`src/tx_pkg.sv`:
```
package tx_pkg;

    // Datapath widths
    localparam int unsigned word_width   = 16;
    localparam int unsigned nibble_width = 4;
    localparam int unsigned phase_width  = $clog2(nibble_width);  // Quarter-rate phase bits
    localparam int unsigned bit_cnt_width = $clog2(word_width);   // Bit position in a word

    // Phase runs two ahead of the bit position
    // so the qr holding register loads right after nibble 0 shows up
    localparam int unsigned phase_offset = 2;

    // Bit clocks from the word_load edge to the first bit on dout_p
    localparam int unsigned tx_latency = 4;

    // PRBS-15, x^15 + x^14 + 1
    localparam int unsigned prbs_order = 15;
    localparam int unsigned prbs_tap_hi = 14;  // x^15 term
    localparam int unsigned prbs_tap_lo = 13;  // x^14 term
    localparam logic [prbs_order-1:0] prbs_seed = 15'h7fff;

    // Line control, written by ctl_valid
    typedef struct packed {
        logic use_prbs;      // PRBS instead of din
        logic invert;        // Swap p/n
        logic idle;          // Electrical idle, both legs low
        logic prbs_restart;  // Reload seed at next word
    } tx_ctl_t;

    // Captured word plus its idle flag
    typedef struct packed {
        logic [word_width-1:0] data;
        logic                  idle;
    } tx_word_t;

    // Bit 15 goes out first
    // Nibble k of the shift holder carries data[15-4k -: 4], nibble 0 in the low bits
    function automatic logic [word_width-1:0] hr_reorder(input logic [word_width-1:0] data);
        logic [word_width-1:0] holder;
        for (int k = 0; k < word_width / nibble_width; k++) begin
            holder[k*nibble_width +: nibble_width] = data[word_width-1-k*nibble_width -: nibble_width];
        end
        return holder;
    endfunction

endpackage

```
`src/tx_clock_divider.sv`:
```
`timescale 1ns/10ps

`default_nettype none

module tx_clock_divider import tx_pkg::*; (
    input  wire logic                   mdll_clk,
    input  wire logic                   arst_n,
    output logic      [phase_width-1:0] phase,       // Quarter-rate phase
    output logic                        nibble_load, // Phase 3
    output logic                        word_load,   // Last bit of a word
    output logic                        clk_prbsgen  // Word-rate clock to the data source
);

    // Bit counter stands in for the div-by-2 chain
    logic [bit_cnt_width-1:0] bit_cnt_q;
    logic [bit_cnt_width-1:0] bit_cnt_nxt;
    logic                     run_q;        // Set after the first word boundary
    logic                     clk_prbsgen_q;

    assign bit_cnt_nxt = bit_cnt_q + 1'b1;  // Wraps every word

    // Low bits give the phase, shifted so phase 3 lands one bit after a word starts
    assign phase = bit_cnt_q[phase_width-1:0] + phase_width'(phase_offset);

    assign nibble_load = &phase;
    assign word_load   = &bit_cnt_q;  // Count 15

    always_ff @(posedge mdll_clk or negedge arst_n) begin
        if (!arst_n) begin
            bit_cnt_q <= '0;
        end else begin
            bit_cnt_q <= bit_cnt_nxt;
        end
    end

    // Top bit of the next count, registered
    // High for counts 0..7, held low until the first word boundary
    always_ff @(posedge mdll_clk or negedge arst_n) begin
        if (!arst_n) begin
            run_q         <= 1'b0;
            clk_prbsgen_q <= 1'b0;
        end else begin
            run_q         <= run_q | word_load;
            clk_prbsgen_q <= (run_q | word_load) & ~bit_cnt_nxt[bit_cnt_width-1];
        end
    end

    assign clk_prbsgen = clk_prbsgen_q;  // Rises the cycle after word_load

endmodule

`default_nettype wire

```
`src/tx_hr_mux.sv`:
```
`timescale 1ns/10ps

`default_nettype none

module tx_hr_mux import tx_pkg::*; (
    input  wire logic                    mdll_clk,
    input  wire logic                    arst_n,
    input  wire logic                    word_load,
    input  wire logic                    nibble_load,  // Phase 3
    input  wire tx_word_t                word,
    output logic      [nibble_width-1:0] nibble,
    output logic                         nibble_idle
);

    logic                  load_q;   // One clock after word_load
    logic [word_width-1:0] shift_q;  // Reordered word, nibble 0 in the low bits
    logic                  idle_q;

    // Word register settles at the word_load edge, take it one clock later
    always_ff @(posedge mdll_clk or negedge arst_n) begin
        if (!arst_n) begin
            load_q <= 1'b0;
            idle_q <= 1'b1;
        end else begin
            load_q <= word_load;
            if (load_q) begin
                idle_q <= word.idle;  // Whole word shares one flag
            end
        end
    end

    // 16-to-4 stage
    // Load wins over shift, the two never meet with the current phase offset
    always_ff @(posedge mdll_clk) begin
        if (load_q) begin
            shift_q <= hr_reorder(word.data);
        end else if (nibble_load) begin
            shift_q <= shift_q >> nibble_width;  // Next nibble down
        end
    end

    // Current nibble, bit 3 is the earliest
    assign nibble      = shift_q[nibble_width-1:0];
    assign nibble_idle = idle_q;

endmodule

`default_nettype wire

```
`src/tx_output_driver.sv`:
```
`timescale 1ns/10ps

`default_nettype none

module tx_output_driver (
    input  wire logic mdll_clk,
    input  wire logic arst_n,
    input  wire logic serial_bit,
    input  wire logic serial_idle,
    input  wire logic invert,      // Word-aligned polarity
    output logic      dout_p,
    output logic      dout_n
);

    logic line_bit;

    assign line_bit = serial_bit ^ invert;

    // Differential pair from one bit, complement on the n leg
    always_ff @(posedge mdll_clk or negedge arst_n) begin
        if (!arst_n) begin
            dout_p <= 1'b0;  // Idle out of reset
            dout_n <= 1'b0;
        end else if (serial_idle) begin
            dout_p <= 1'b0;  // Electrical idle
            dout_n <= 1'b0;
        end else begin
            dout_p <= line_bit;
            dout_n <= ~line_bit;
        end
    end

endmodule

`default_nettype wire

```
`src/tx_qr_mux.sv`:
```
`timescale 1ns/10ps

`default_nettype none

module tx_qr_mux import tx_pkg::*; (
    input  wire logic                    mdll_clk,
    input  wire logic                    arst_n,
    input  wire logic [phase_width-1:0]  phase,
    input  wire logic [nibble_width-1:0] nibble,
    input  wire logic                    nibble_idle,
    output logic                         serial_bit,
    output logic                         serial_idle
);

    logic [nibble_width-1:0] hold_q;       // Stable for four bit clocks
    logic                    hold_idle_q;
    logic                    hold_load;

    assign hold_load = &phase;  // Phase 3 boundary

    // Nibble from the hr stage may change freely once captured here
    always_ff @(posedge mdll_clk) begin
        if (hold_load) begin
            hold_q <= nibble;
        end
    end

    always_ff @(posedge mdll_clk or negedge arst_n) begin
        if (!arst_n) begin
            hold_idle_q <= 1'b1;
            serial_bit  <= 1'b0;
            serial_idle <= 1'b1;
        end else begin
            if (hold_load) begin
                hold_idle_q <= nibble_idle;
            end
            // 4-to-1 select, phase 0 takes bit 3
            serial_bit  <= hold_q[nibble_width-1-phase];
            serial_idle <= hold_idle_q;  // Same cycle as the bit
        end
    end

endmodule

`default_nettype wire

```
`src/tx_top.sv`:
```
`timescale 1ns/10ps

`default_nettype none

// Word sampled at a word_load edge shows bit 15 on dout_p tx_latency clocks later
// Source 1, hr mux 1, qr hold plus select 1, driver 1
module tx_top import tx_pkg::*; (
    input  wire logic                  mdll_clk,    // Bit-rate clock from the MDLL
    input  wire logic                  arst_n,
    input  wire logic [word_width-1:0] din,
    input  wire tx_ctl_t               ctl,
    input  wire logic                  ctl_valid,
    output logic                       clk_prbsgen, // Word clock back to the data source
    output logic                       dout_p,
    output logic                       dout_n
);

    logic [phase_width-1:0]  phase;
    logic                    nibble_load;
    logic                    word_load;
    tx_word_t                word;
    logic                    invert;
    logic [nibble_width-1:0] nibble;
    logic                    nibble_idle;
    logic                    serial_bit;
    logic                    serial_idle;

    tx_clock_divider i_div (
        .mdll_clk   (mdll_clk),
        .arst_n     (arst_n),
        .phase      (phase),
        .nibble_load(nibble_load),
        .word_load  (word_load),
        .clk_prbsgen(clk_prbsgen)
    );

    tx_word_source i_src (
        .mdll_clk (mdll_clk),
        .arst_n   (arst_n),
        .word_load(word_load),
        .din      (din),
        .ctl      (ctl),
        .ctl_valid(ctl_valid),
        .word     (word),
        .invert   (invert)
    );

    tx_hr_mux i_hr_mux (
        .mdll_clk   (mdll_clk),
        .arst_n     (arst_n),
        .word_load  (word_load),
        .nibble_load(nibble_load),
        .word       (word),
        .nibble     (nibble),
        .nibble_idle(nibble_idle)
    );

    tx_qr_mux i_qr_mux (
        .mdll_clk   (mdll_clk),
        .arst_n     (arst_n),
        .phase      (phase),
        .nibble     (nibble),
        .nibble_idle(nibble_idle),
        .serial_bit (serial_bit),
        .serial_idle(serial_idle)
    );

    tx_output_driver i_drv (
        .mdll_clk   (mdll_clk),
        .arst_n     (arst_n),
        .serial_bit (serial_bit),
        .serial_idle(serial_idle),
        .invert     (invert),
        .dout_p     (dout_p),
        .dout_n     (dout_n)
    );

endmodule

`default_nettype wire

```
`src/tx_word_source.sv`:
```
`timescale 1ns/10ps

`default_nettype none

module tx_word_source import tx_pkg::*; (
    input  wire logic                  mdll_clk,
    input  wire logic                  arst_n,
    input  wire logic                  word_load,
    input  wire logic [word_width-1:0] din,       // Sampled only at word_load
    input  wire tx_ctl_t               ctl,
    input  wire logic                  ctl_valid,
    output tx_word_t                   word,      // Valid the cycle after word_load
    output logic                       invert     // Aligned to the first bit at the driver
);

    tx_ctl_t                 ctl_pend_q;   // Waiting for the next word
    tx_ctl_t                 ctl_act_q;    // Applies to the word in flight
    logic [prbs_order-1:0]   prbs_q;
    logic [prbs_order-1:0]   prbs_base;
    logic [prbs_order-1:0]   prbs_nxt;     // State after 16 steps
    logic [word_width-1:0]   prbs_word;
    logic [word_width-1:0]   word_data_q;
    logic                    word_idle_q;
    logic [tx_latency-2:0]   load_pipe_q;  // word_load delayed toward the driver
    logic                    invert_q;

    // 16 LFSR steps in one cycle, first bit out lands in data[15]
    always_comb begin
        prbs_base = ctl_pend_q.prbs_restart ? prbs_seed : prbs_q;
        prbs_nxt  = prbs_base;
        for (int i = 0; i < word_width; i++) begin
            prbs_word[word_width-1-i] = prbs_nxt[prbs_tap_hi] ^ prbs_nxt[prbs_tap_lo];
            prbs_nxt = {prbs_nxt[prbs_order-2:0], prbs_word[word_width-1-i]};
        end
    end

    always_ff @(posedge mdll_clk or negedge arst_n) begin
        if (!arst_n) begin
            ctl_pend_q  <= '0;
            ctl_act_q   <= '0;
            prbs_q      <= prbs_seed;
            word_idle_q <= 1'b1;  // Line idle until the first word
            load_pipe_q <= '0;
            invert_q    <= 1'b0;
        end else begin
            if (ctl_valid) begin
                ctl_pend_q <= ctl;  // Later write wins
            end else if (word_load) begin
                ctl_pend_q.prbs_restart <= 1'b0;  // One-shot
            end
            if (word_load) begin
                ctl_act_q   <= ctl_pend_q;
                word_idle_q <= ctl_pend_q.idle;
                if (ctl_pend_q.use_prbs) begin
                    prbs_q <= prbs_nxt;  // Advance only when used
                end else if (ctl_pend_q.prbs_restart) begin
                    prbs_q <= prbs_seed;
                end
            end
            load_pipe_q <= {load_pipe_q[tx_latency-3:0], word_load};
            // Switch polarity just before the new word's first bit is registered
            if (load_pipe_q[tx_latency-2]) begin
                invert_q <= ctl_act_q.invert;
            end
        end
    end

    always_ff @(posedge mdll_clk) begin
        if (word_load) begin
            word_data_q <= ctl_pend_q.use_prbs ? prbs_word : din;
        end
    end

    assign word   = '{data: word_data_q, idle: word_idle_q};
    assign invert = invert_q;

endmodule

`default_nettype wire
```
`config.mk`:
```
export PLATFORM = sky130hd
export DESIGN_NAME = tx_top
export DESIGN_NICKNAME = d
export VERILOG_FILES = /design/src/tx_pkg.sv /design/src/tx_clock_divider.sv /design/src/tx_hr_mux.sv /design/src/tx_output_driver.sv /design/src/tx_qr_mux.sv /design/src/tx_top.sv /design/src/tx_word_source.sv
export SDC_FILE = /design/constraint.sdc
export NUM_CORES = 1
export LEC_CHECK = 0
export BUFFER_PORTS_ARGS = -buffer_cell sky130_fd_sc_hd__buf_2
export CORE_UTILIZATION = 45
export DETAILED_ROUTE_END_ITERATION = 10
export PLACE_DENSITY = 0.7
export SLEW_MARGIN = 40
export SYNTH_ARGS = -nofsm -noshare
export SYNTH_HDL_FRONTEND = slang
export SYNTH_SLANG_ARGS = --single-unit
```
`constraint.sdc`:
```
create_clock -name mdll_clk -period 1.4 [get_ports mdll_clk]
set_input_delay 0 -clock mdll_clk [delete_from_list [all_inputs] [get_ports mdll_clk]]
set_output_delay 0 -clock mdll_clk [all_outputs]
set_load 0.01 [all_outputs]
```
==> summary.md, run 1 <==
| Metric | Value |
|---|---|
| CP max stage cell | dlygate4sd3_1 |
| Met3 wire len | 151 µm |
| Maximum fanout along the worst path | 5 |
| Most common cell after layout, fill and taps aside | edfxtp_1 |
| Fin area | 3700 µm² |
| Vias in the first global route | 1,782 |
| Setup Skew | 9.31 ps |
| Met2 Wirelength | 2370 µm |
| FF+latch area | 2030 µm² |
| Post-synth net total | 238 |
| Largest net degree at the start of global routing | 21 |
| Diodes inserted | 0 |
| R2R Setup Slk | 70 ps |
| Final min period | 1340 ps |
| Top Metal Used | met4 |
| Maximum vdd drop | 0.902 mV |
| #FFs+latches synth | 73 |
| Failing checks | DRC |
| Arr. time, crit path | 1570 ps |
| Crit path capture type | flip-flop |
| R2r endpoint | i_src.word_data_q[13]$_DFFE_PP_ |
| CP required | 1630 ps |
| Wl on met1 | 2220 µm |
| Outcome | finished with violations |
| CP Buf/Inv Count | 3 |
| Final hold viol count | 0 |
| Area Growth Syn to Fin | 22.2% |
| Pre-CTS setup slack | 25.1 ps |
| Initial DRC Count | 94 |
| First-pass DRT Iterations | 7 |
| Remaining Overflow, GRT | 0 |
| Main combinational cell family by area after synthesis | compound AO/OA/AOI/OAI gates |
| Max-slew violation count | 0 |
| Kind of critical path | input pin to flip-flop |
| Compound-Gate Fraction of Synth Area | 8.02% |
| Nets | 292 |
| Startpoint types | input pin |
| Io pins | 26 |
| Post-synthesis area per instance | 14.2 µm² |
| Fraction of layout instances using a drive strength above 1 | 37.9% |
| First-pass GRT wire length | 8090 µm |
| Seq/Total Area, Yosys | 67.1% |
| Row count | 29 |
| Area share of and/or/nand/nor cells after synthesis | 6.78% |
| Finished Core Util | 57.6% |
| YS warnings | 0 |
| Area of the core | 6420 µm² |
| Initial antenna violation count | 0 |
| Slew @ Worst Pin | 436 ps |
| CP Depth | 4 |
| Max stage delay on crit path | 550 ps |
| Port bufs | 25 |
| Period utilization | 95.9% |
| Power per standard cell area | 1440 nW/µm² |
| HPWL after detailed placement | 3480 µm |
| # H-tree levels | 3 |
| Post-synthesis cell type count | 32 |
| Synthesized cell area | 3030 µm² |
| Leakage | 1.51 nW |
| Total wire length | 4860 µm |
| Xor/xnor share of the synthesized area | 5.50% |
| CTS tree | built |
| Starting Density | 47.1% |
| CP Cell Sequence | dlygate4sd3_1 > buf_2 > mux2_2 > dlygate4sd3_1 |
| Leading cell types in the layout, fill and taps excluded | edfxtp_1 (36), buf_2 (25), dfstp_2 (19) |
| Worst-skew pair later-pin latency | 340 ps |
| Crit path to | i_src.ctl_pend_q[2]$_DFFE_PN0P_ |
| Reg2reg path depth | 4 |
| Worst hold path type | input pin to flip-flop |
| Total die area | 7060 µm² |
| Routed Antenna Nets | 0 |
| Rel. slew slack | 71.0% |
| Filler cell count | 524 |
| # DRC | 1 |
| Via count | 1,732 |
| Final setup viols | 0 |
| Multi-input gate area | 878 µm² |
| Worst setup margin | 56.8 ps |
| Most used cell, CP | dlygate4sd3_1 |
| Vias/cell | 4.96 |
| Max-cap viol count | 0 |
| Placed cell areas | 3340 µm² |
| Adder-Cell Fraction of Synth Area | 0.827% |
| Placer congestion estimate | 0.786 |
| Clk slew on worst S/H paths | 70 ps |
| Crit-path leading delay family | buffers and inverters |
| Fmax | 0.745 GHz |
| Total Power | 5.33 mW |
| FF-to-FF Start | i_div.bit_cnt_q[1]$_DFF_PN0_ |
| Total track usage | 15.4% |
| Number of CTS-inserted buffers | 9 |
| Die W | 84.0 µm |
| Sink Count | 73 |
| Post-synthesis mux area share | 7.44% |
| Routed WL per cell | 13.9 µm |
| Root buffer cell | clkbuf_8 |
| Mapped Cells | 213 |
| DIE HEIGHT | 84.0 µm |
| Start point of the critical path | ctl_valid |
| Maximum clock insertion buffer count | 2 |
## flip-flops by register name, summed over array words and instances, names as in the netlist, 3 cells and up
name	cells
i_hr_mux.shift_q	16
i_src.word_data_q	16
i_src.prbs_q	15
i_div.bit_cnt_q	4
i_qr_mux.hold_q	4
i_src.ctl_pend_q	4
i_src.load_pipe_q	3
## through the flow
step / hold WS (ps) / cells / TNS [ps]
after floorplan: -296 / 213 / 0
after global placement: -35.8 / 318 / 0
after detailed placement: -30.1 / 318 / 0
after CTS: 7.55 / 343 / 0
after global routing: 23.1 / 349 / -96.6
final: 21.0 / 349 / 0
## synthesized netlist by cell type (all sizes together)
cell	count	area, µm²
edfxtp	36	1080
dfstp	19	499
dfrtp	18	450
inv	18	67.6
mux2	18	203
nor2	18	77.6
xnor2	16	140
o22ai	15	93.8
o22a	14	123
nand2	9	41.3
buf	8	55.1
and2	4	25.0
nor2b	3	18.8
xor2	3	26.3
ha	2	25.0
nand3	2	22.5
a21oi	1	5.00
a31oi	1	6.26
clkbuf	1	3.75
clkinv	1	5.00
mux4	1	22.5
nand2b	1	6.26
o21ai	1	5.00
o21ba	1	10.0
or2	1	6.26
or2b	1	7.51
## how the worst min path moves through the flow
stage,from,endpoint,cells after the start
after CTS,din[7],i_src.word_data_q[7]$_DFFE_PP_,3
after global placement,arst_n,i_drv.dout_n$_DFF_PN0_,1
final,din[0],i_src.word_data_q[0]$_DFFE_PP_,3
after global routing,din[9],i_src.word_data_q[9]$_DFFE_PP_,3
after floorplan,arst_n,i_div.bit_cnt_q[0]$_DFF_PN0_,0
after detailed placement,arst_n,i_drv.dout_n$_DFF_PN0_,1
## tightest hold or removal path, stage by stage
cell	delay, ps
buf_2	80
inv_1	30
o22ai_1	130
## cells by family after synthesis
| logic type | after synthesis |
|---|---|
| DFF | 73 |
| muxes | 19 |
| xor gates and xnor gates | 19 |
| AOI/OAI and AO/OA | 33 |
| adders and majority gates | 2 |
| buffers and inverters | 28 |
| and+or+nand+nor | 39 |
## area by class of cell
| type | count | share of cell area [%] |
|---|---|---|
| repair buffers | 52 | 10.8 |
| clock buffers | 14 | 4.67 |
| well taps | 77 | 2.61 |
| flip-flops and latches | 73 | 54.9 |
| multi-input cells | 112 | 23.8 |
| clock inverters | 2 | 0.948 |
| inverters | 19 | 2.27 |
## power breakdown
part | internal (mW) | switching, mW
sequential | 2.64 | 0.181
clock | 0.968 | 0.694
combinational | 0.473 | 0.374
## what timing repair did
| item | CTS | global route |
|---|---|---|
| hold buffers | 9 | 0 |
| endpoints found under the hold margin | 29 | 0 |
| buffers inserted | 0 | 6 |
| resized for setup | 0 | 4 |
| endpoints found under the setup margin | 0 | 25 |
## metal layers
layer,up-vias,global-route usage [%]
met5,-,0
met4,0,7.37
met3,13,5.14
met2,28,25.1
met1,833,18.4
li1,858,-
(Power assumes the default switching activity.)
==> inputs of run 2 (changes only) <==
- SETUP_SLACK_MARGIN: not set -> 0.1
==> run 2 against run 1 <==
Net effect:
- the run still ends with DRC left
- cell count rose by 0.57%
- clock power is 11% lower
- clock skew rose by 0.69 ps
- first-iteration DRC count decreased by 35%
- global-route usage is 0.49 points higher
- total power decreased by 2.8%
- sequential share of layout area barely moved
- die area did not move
- count of clock-buffer cells in the layout shrank 3
- sequential cell count unchanged
- critical endpoint is now i_src.prbs_q[0]$_DFFE_PN1P_
==> summary.md, run 2 (synthesized netlist as in run 1, its figures left out) <==
| Metric | Value |
|---|---|
| Startpoint types | flip-flop |
| Failing checks | DRC |
| Die W | 84.0 µm |
| Clk slew on worst S/H paths | 80 ps |
| Number of CTS-inserted buffers | 9 |
| Final hold viol count | 0 |
| FF-to-FF Start | i_div.bit_cnt_q[0]$_DFF_PN0_ |
| HPWL after detailed placement | 3300 µm |
| Crit path capture type | flip-flop |
| Area of the core | 6420 µm² |
| Sink Count | 73 |
| DIE HEIGHT | 84.0 µm |
| Slew @ Worst Pin | 560 ps |
| Final setup viols | 0 |
| Total wire length | 5030 µm |
| Nets | 294 |
| Worst hold path type | input pin to flip-flop |
| # H-tree levels | 3 |
| Area Growth Syn to Fin | 22.3% |
| Top Metal Used | met4 |
| Row count | 29 |
| CP Buf/Inv Count | 1 |
| Pre-CTS setup slack | -0.943 ps |
| Power per standard cell area | 1400 nW/µm² |
| Final TNS setup | 0 ps |
| Wl on met1 | 2210 µm |
| CP required | 1670 ps |
| Worst-skew pair later-pin latency | 340 ps |
| Final min period | 1290 ps |
| Max-cap viol count | 0 |
| Leakage | 1.51 nW |
| Rel. slew slack | 62.6% |
| Sw Ratio | 24.9% |
| First-pass DRT Iterations | 7 |
| Placer congestion estimate | 0.807 |
| Clock power share | 28.3% |
| Remaining Overflow, GRT | 0 |
| Initial antenna violation count | 0 |
| CTS tree | built |
| Maximum clock insertion buffer count | 2 |
| Total die area | 7060 µm² |
| Worst setup margin | 106 ps |
| Max stage delay on crit path | 450 ps |
| Setup Skew | 10.0 ps |
| CP max stage cell | dfrtp_2 |
| Largest net degree at the start of global routing | 26 |
| First-pass GRT wire length | 8400 µm |
| HP Start | din[12] |
| RSZ-0062 raised after global routing | yes |
| Int Power | 3.89 mW |
| Leading cell types in the layout, fill and taps excluded | edfxtp_1 (36), buf_2 (25), dfstp_2 (19) |
| Crit-path leading delay family | flip-flops |
| Maximum fanout along the worst path | 14 |
| Arr. time, crit path | 1560 ps |
| Total track usage | 15.9% |
| Gate power share | 17.2% |
| Io pins | 26 |
| Start point of the critical path | i_div.bit_cnt_q[0]$_DFF_PN0_ |
| Initial DRC Count | 61 |
| Routed WL per cell | 14.3 µm |
| Finished Core Util | 57.6% |
| Max-slew violation count | 0 |
| Vias in the first global route | 1,844 |
| Routed Antenna Nets | 0 |
| Port bufs | 25 |
| Outcome | finished with violations |
| Period utilization | 92.4% |
| Fmax | 0.773 GHz |
| Diodes inserted | 0 |
| Most common cell after layout, fill and taps aside | edfxtp_1 |
| Root buffer cell | clkbuf_8 |
| Vias/cell | 4.97 |
| Starting Density | 47.1% |
| Maximum vdd drop | 0.958 mV |
| Fraction of layout instances using a drive strength above 1 | 39.8% |
| Largest regs | i_hr_mux.shift_q x16, i_src.word_data_q x16, i_src.prbs_q x15 |
| # DRC | 1 |
| Reg power frac | 54.4% |
| Met2 Wirelength | 2590 µm |
| CP Cell Sequence | ha_4 > nand3_4 > nor2_4 > buf_12 > o22a_1 |
| Kind of critical path | flip-flop to flip-flop |
| Met3 wire len | 165 µm |
| Via count | 1,744 |
| NetSw | 1.29 mW |
## run 2: path summary, 6_finish.rpt
check	to	slack [ps]	cells after the start
max in group asynchronous	i_src.prbs_q[9]$_DFFE_PN1P_	600	3
max	i_src.prbs_q[0]$_DFFE_PN1P_	110	5
max reg2reg	i_src.prbs_q[0]$_DFFE_PN1P_	110	5
min in group asynchronous	i_div.clk_prbsgen$_DFF_PN0_	180	2
min	i_src.word_data_q[12]$_DFFE_PP_	30	3
min reg2reg	i_src.load_pipe_q[2]$_DFF_PN0_	350	0
## run 2: cell type report
class	count	area, µm²
timing repair inverter	2	17.5
multi-input combinational	113	913
clock buffer	11	153
clock inverter	5	27.5
inverter	19	83.8
sequential	73	2030
fill	506	2720
tap	77	96.3
timing repair buffer	51	378
## run 2: routing by layer
layer,GRT usage [%],vias to the layer above
li1,-,863
met1,18.2,850
met2,27.3,23
met3,5.64,8
met4,6.11,0
met5,0,-
## run 2: per-stage QoR
step | instances | power, mW | instance area (µm²) | hold WS, ps
global placement | 314 | 3.66 | 3300 | 7.63
finish | 351 | 5.18 | 3700 | 34.5
global route | 351 | 5.43 | 3700 | 19.4
floorplan | 213 | 3.46 | 3050 | -296
detailed placement | 314 | 3.68 | 3300 | 18.0
CTS | 344 | 5.22 | 3630 | 24.6
## run 2: power by group through the flow
stage	sequential, mW	combinational [mW]	clock (mW)
2_1_floorplan	2.81	0.646	0
3_5_place_dp	2.86	0.822	0
5_1_grt	2.84	0.996	1.59
3_3_place_gp	2.85	0.809	0
6_report	2.82	0.893	1.47
4_1_cts	2.82	0.884	1.51
## run 2: tightest hold or removal path: stages
cell	delay, ps
buf_2	100
inv_1	40
o22ai_1	70
## run 2: repair_timing
| action | in CTS | in global routing |
|---|---|---|
| resized for setup | 4 | 1 |
| cloned | 1 | 2 |
| hold buffers | 8 | 0 |
| endpoints found under the hold margin | 28 | 0 |
| setup endpoints to repair | 39 | 35 |
| setup buffers | 5 | 5 |
| pin swaps | 2 | 5 |
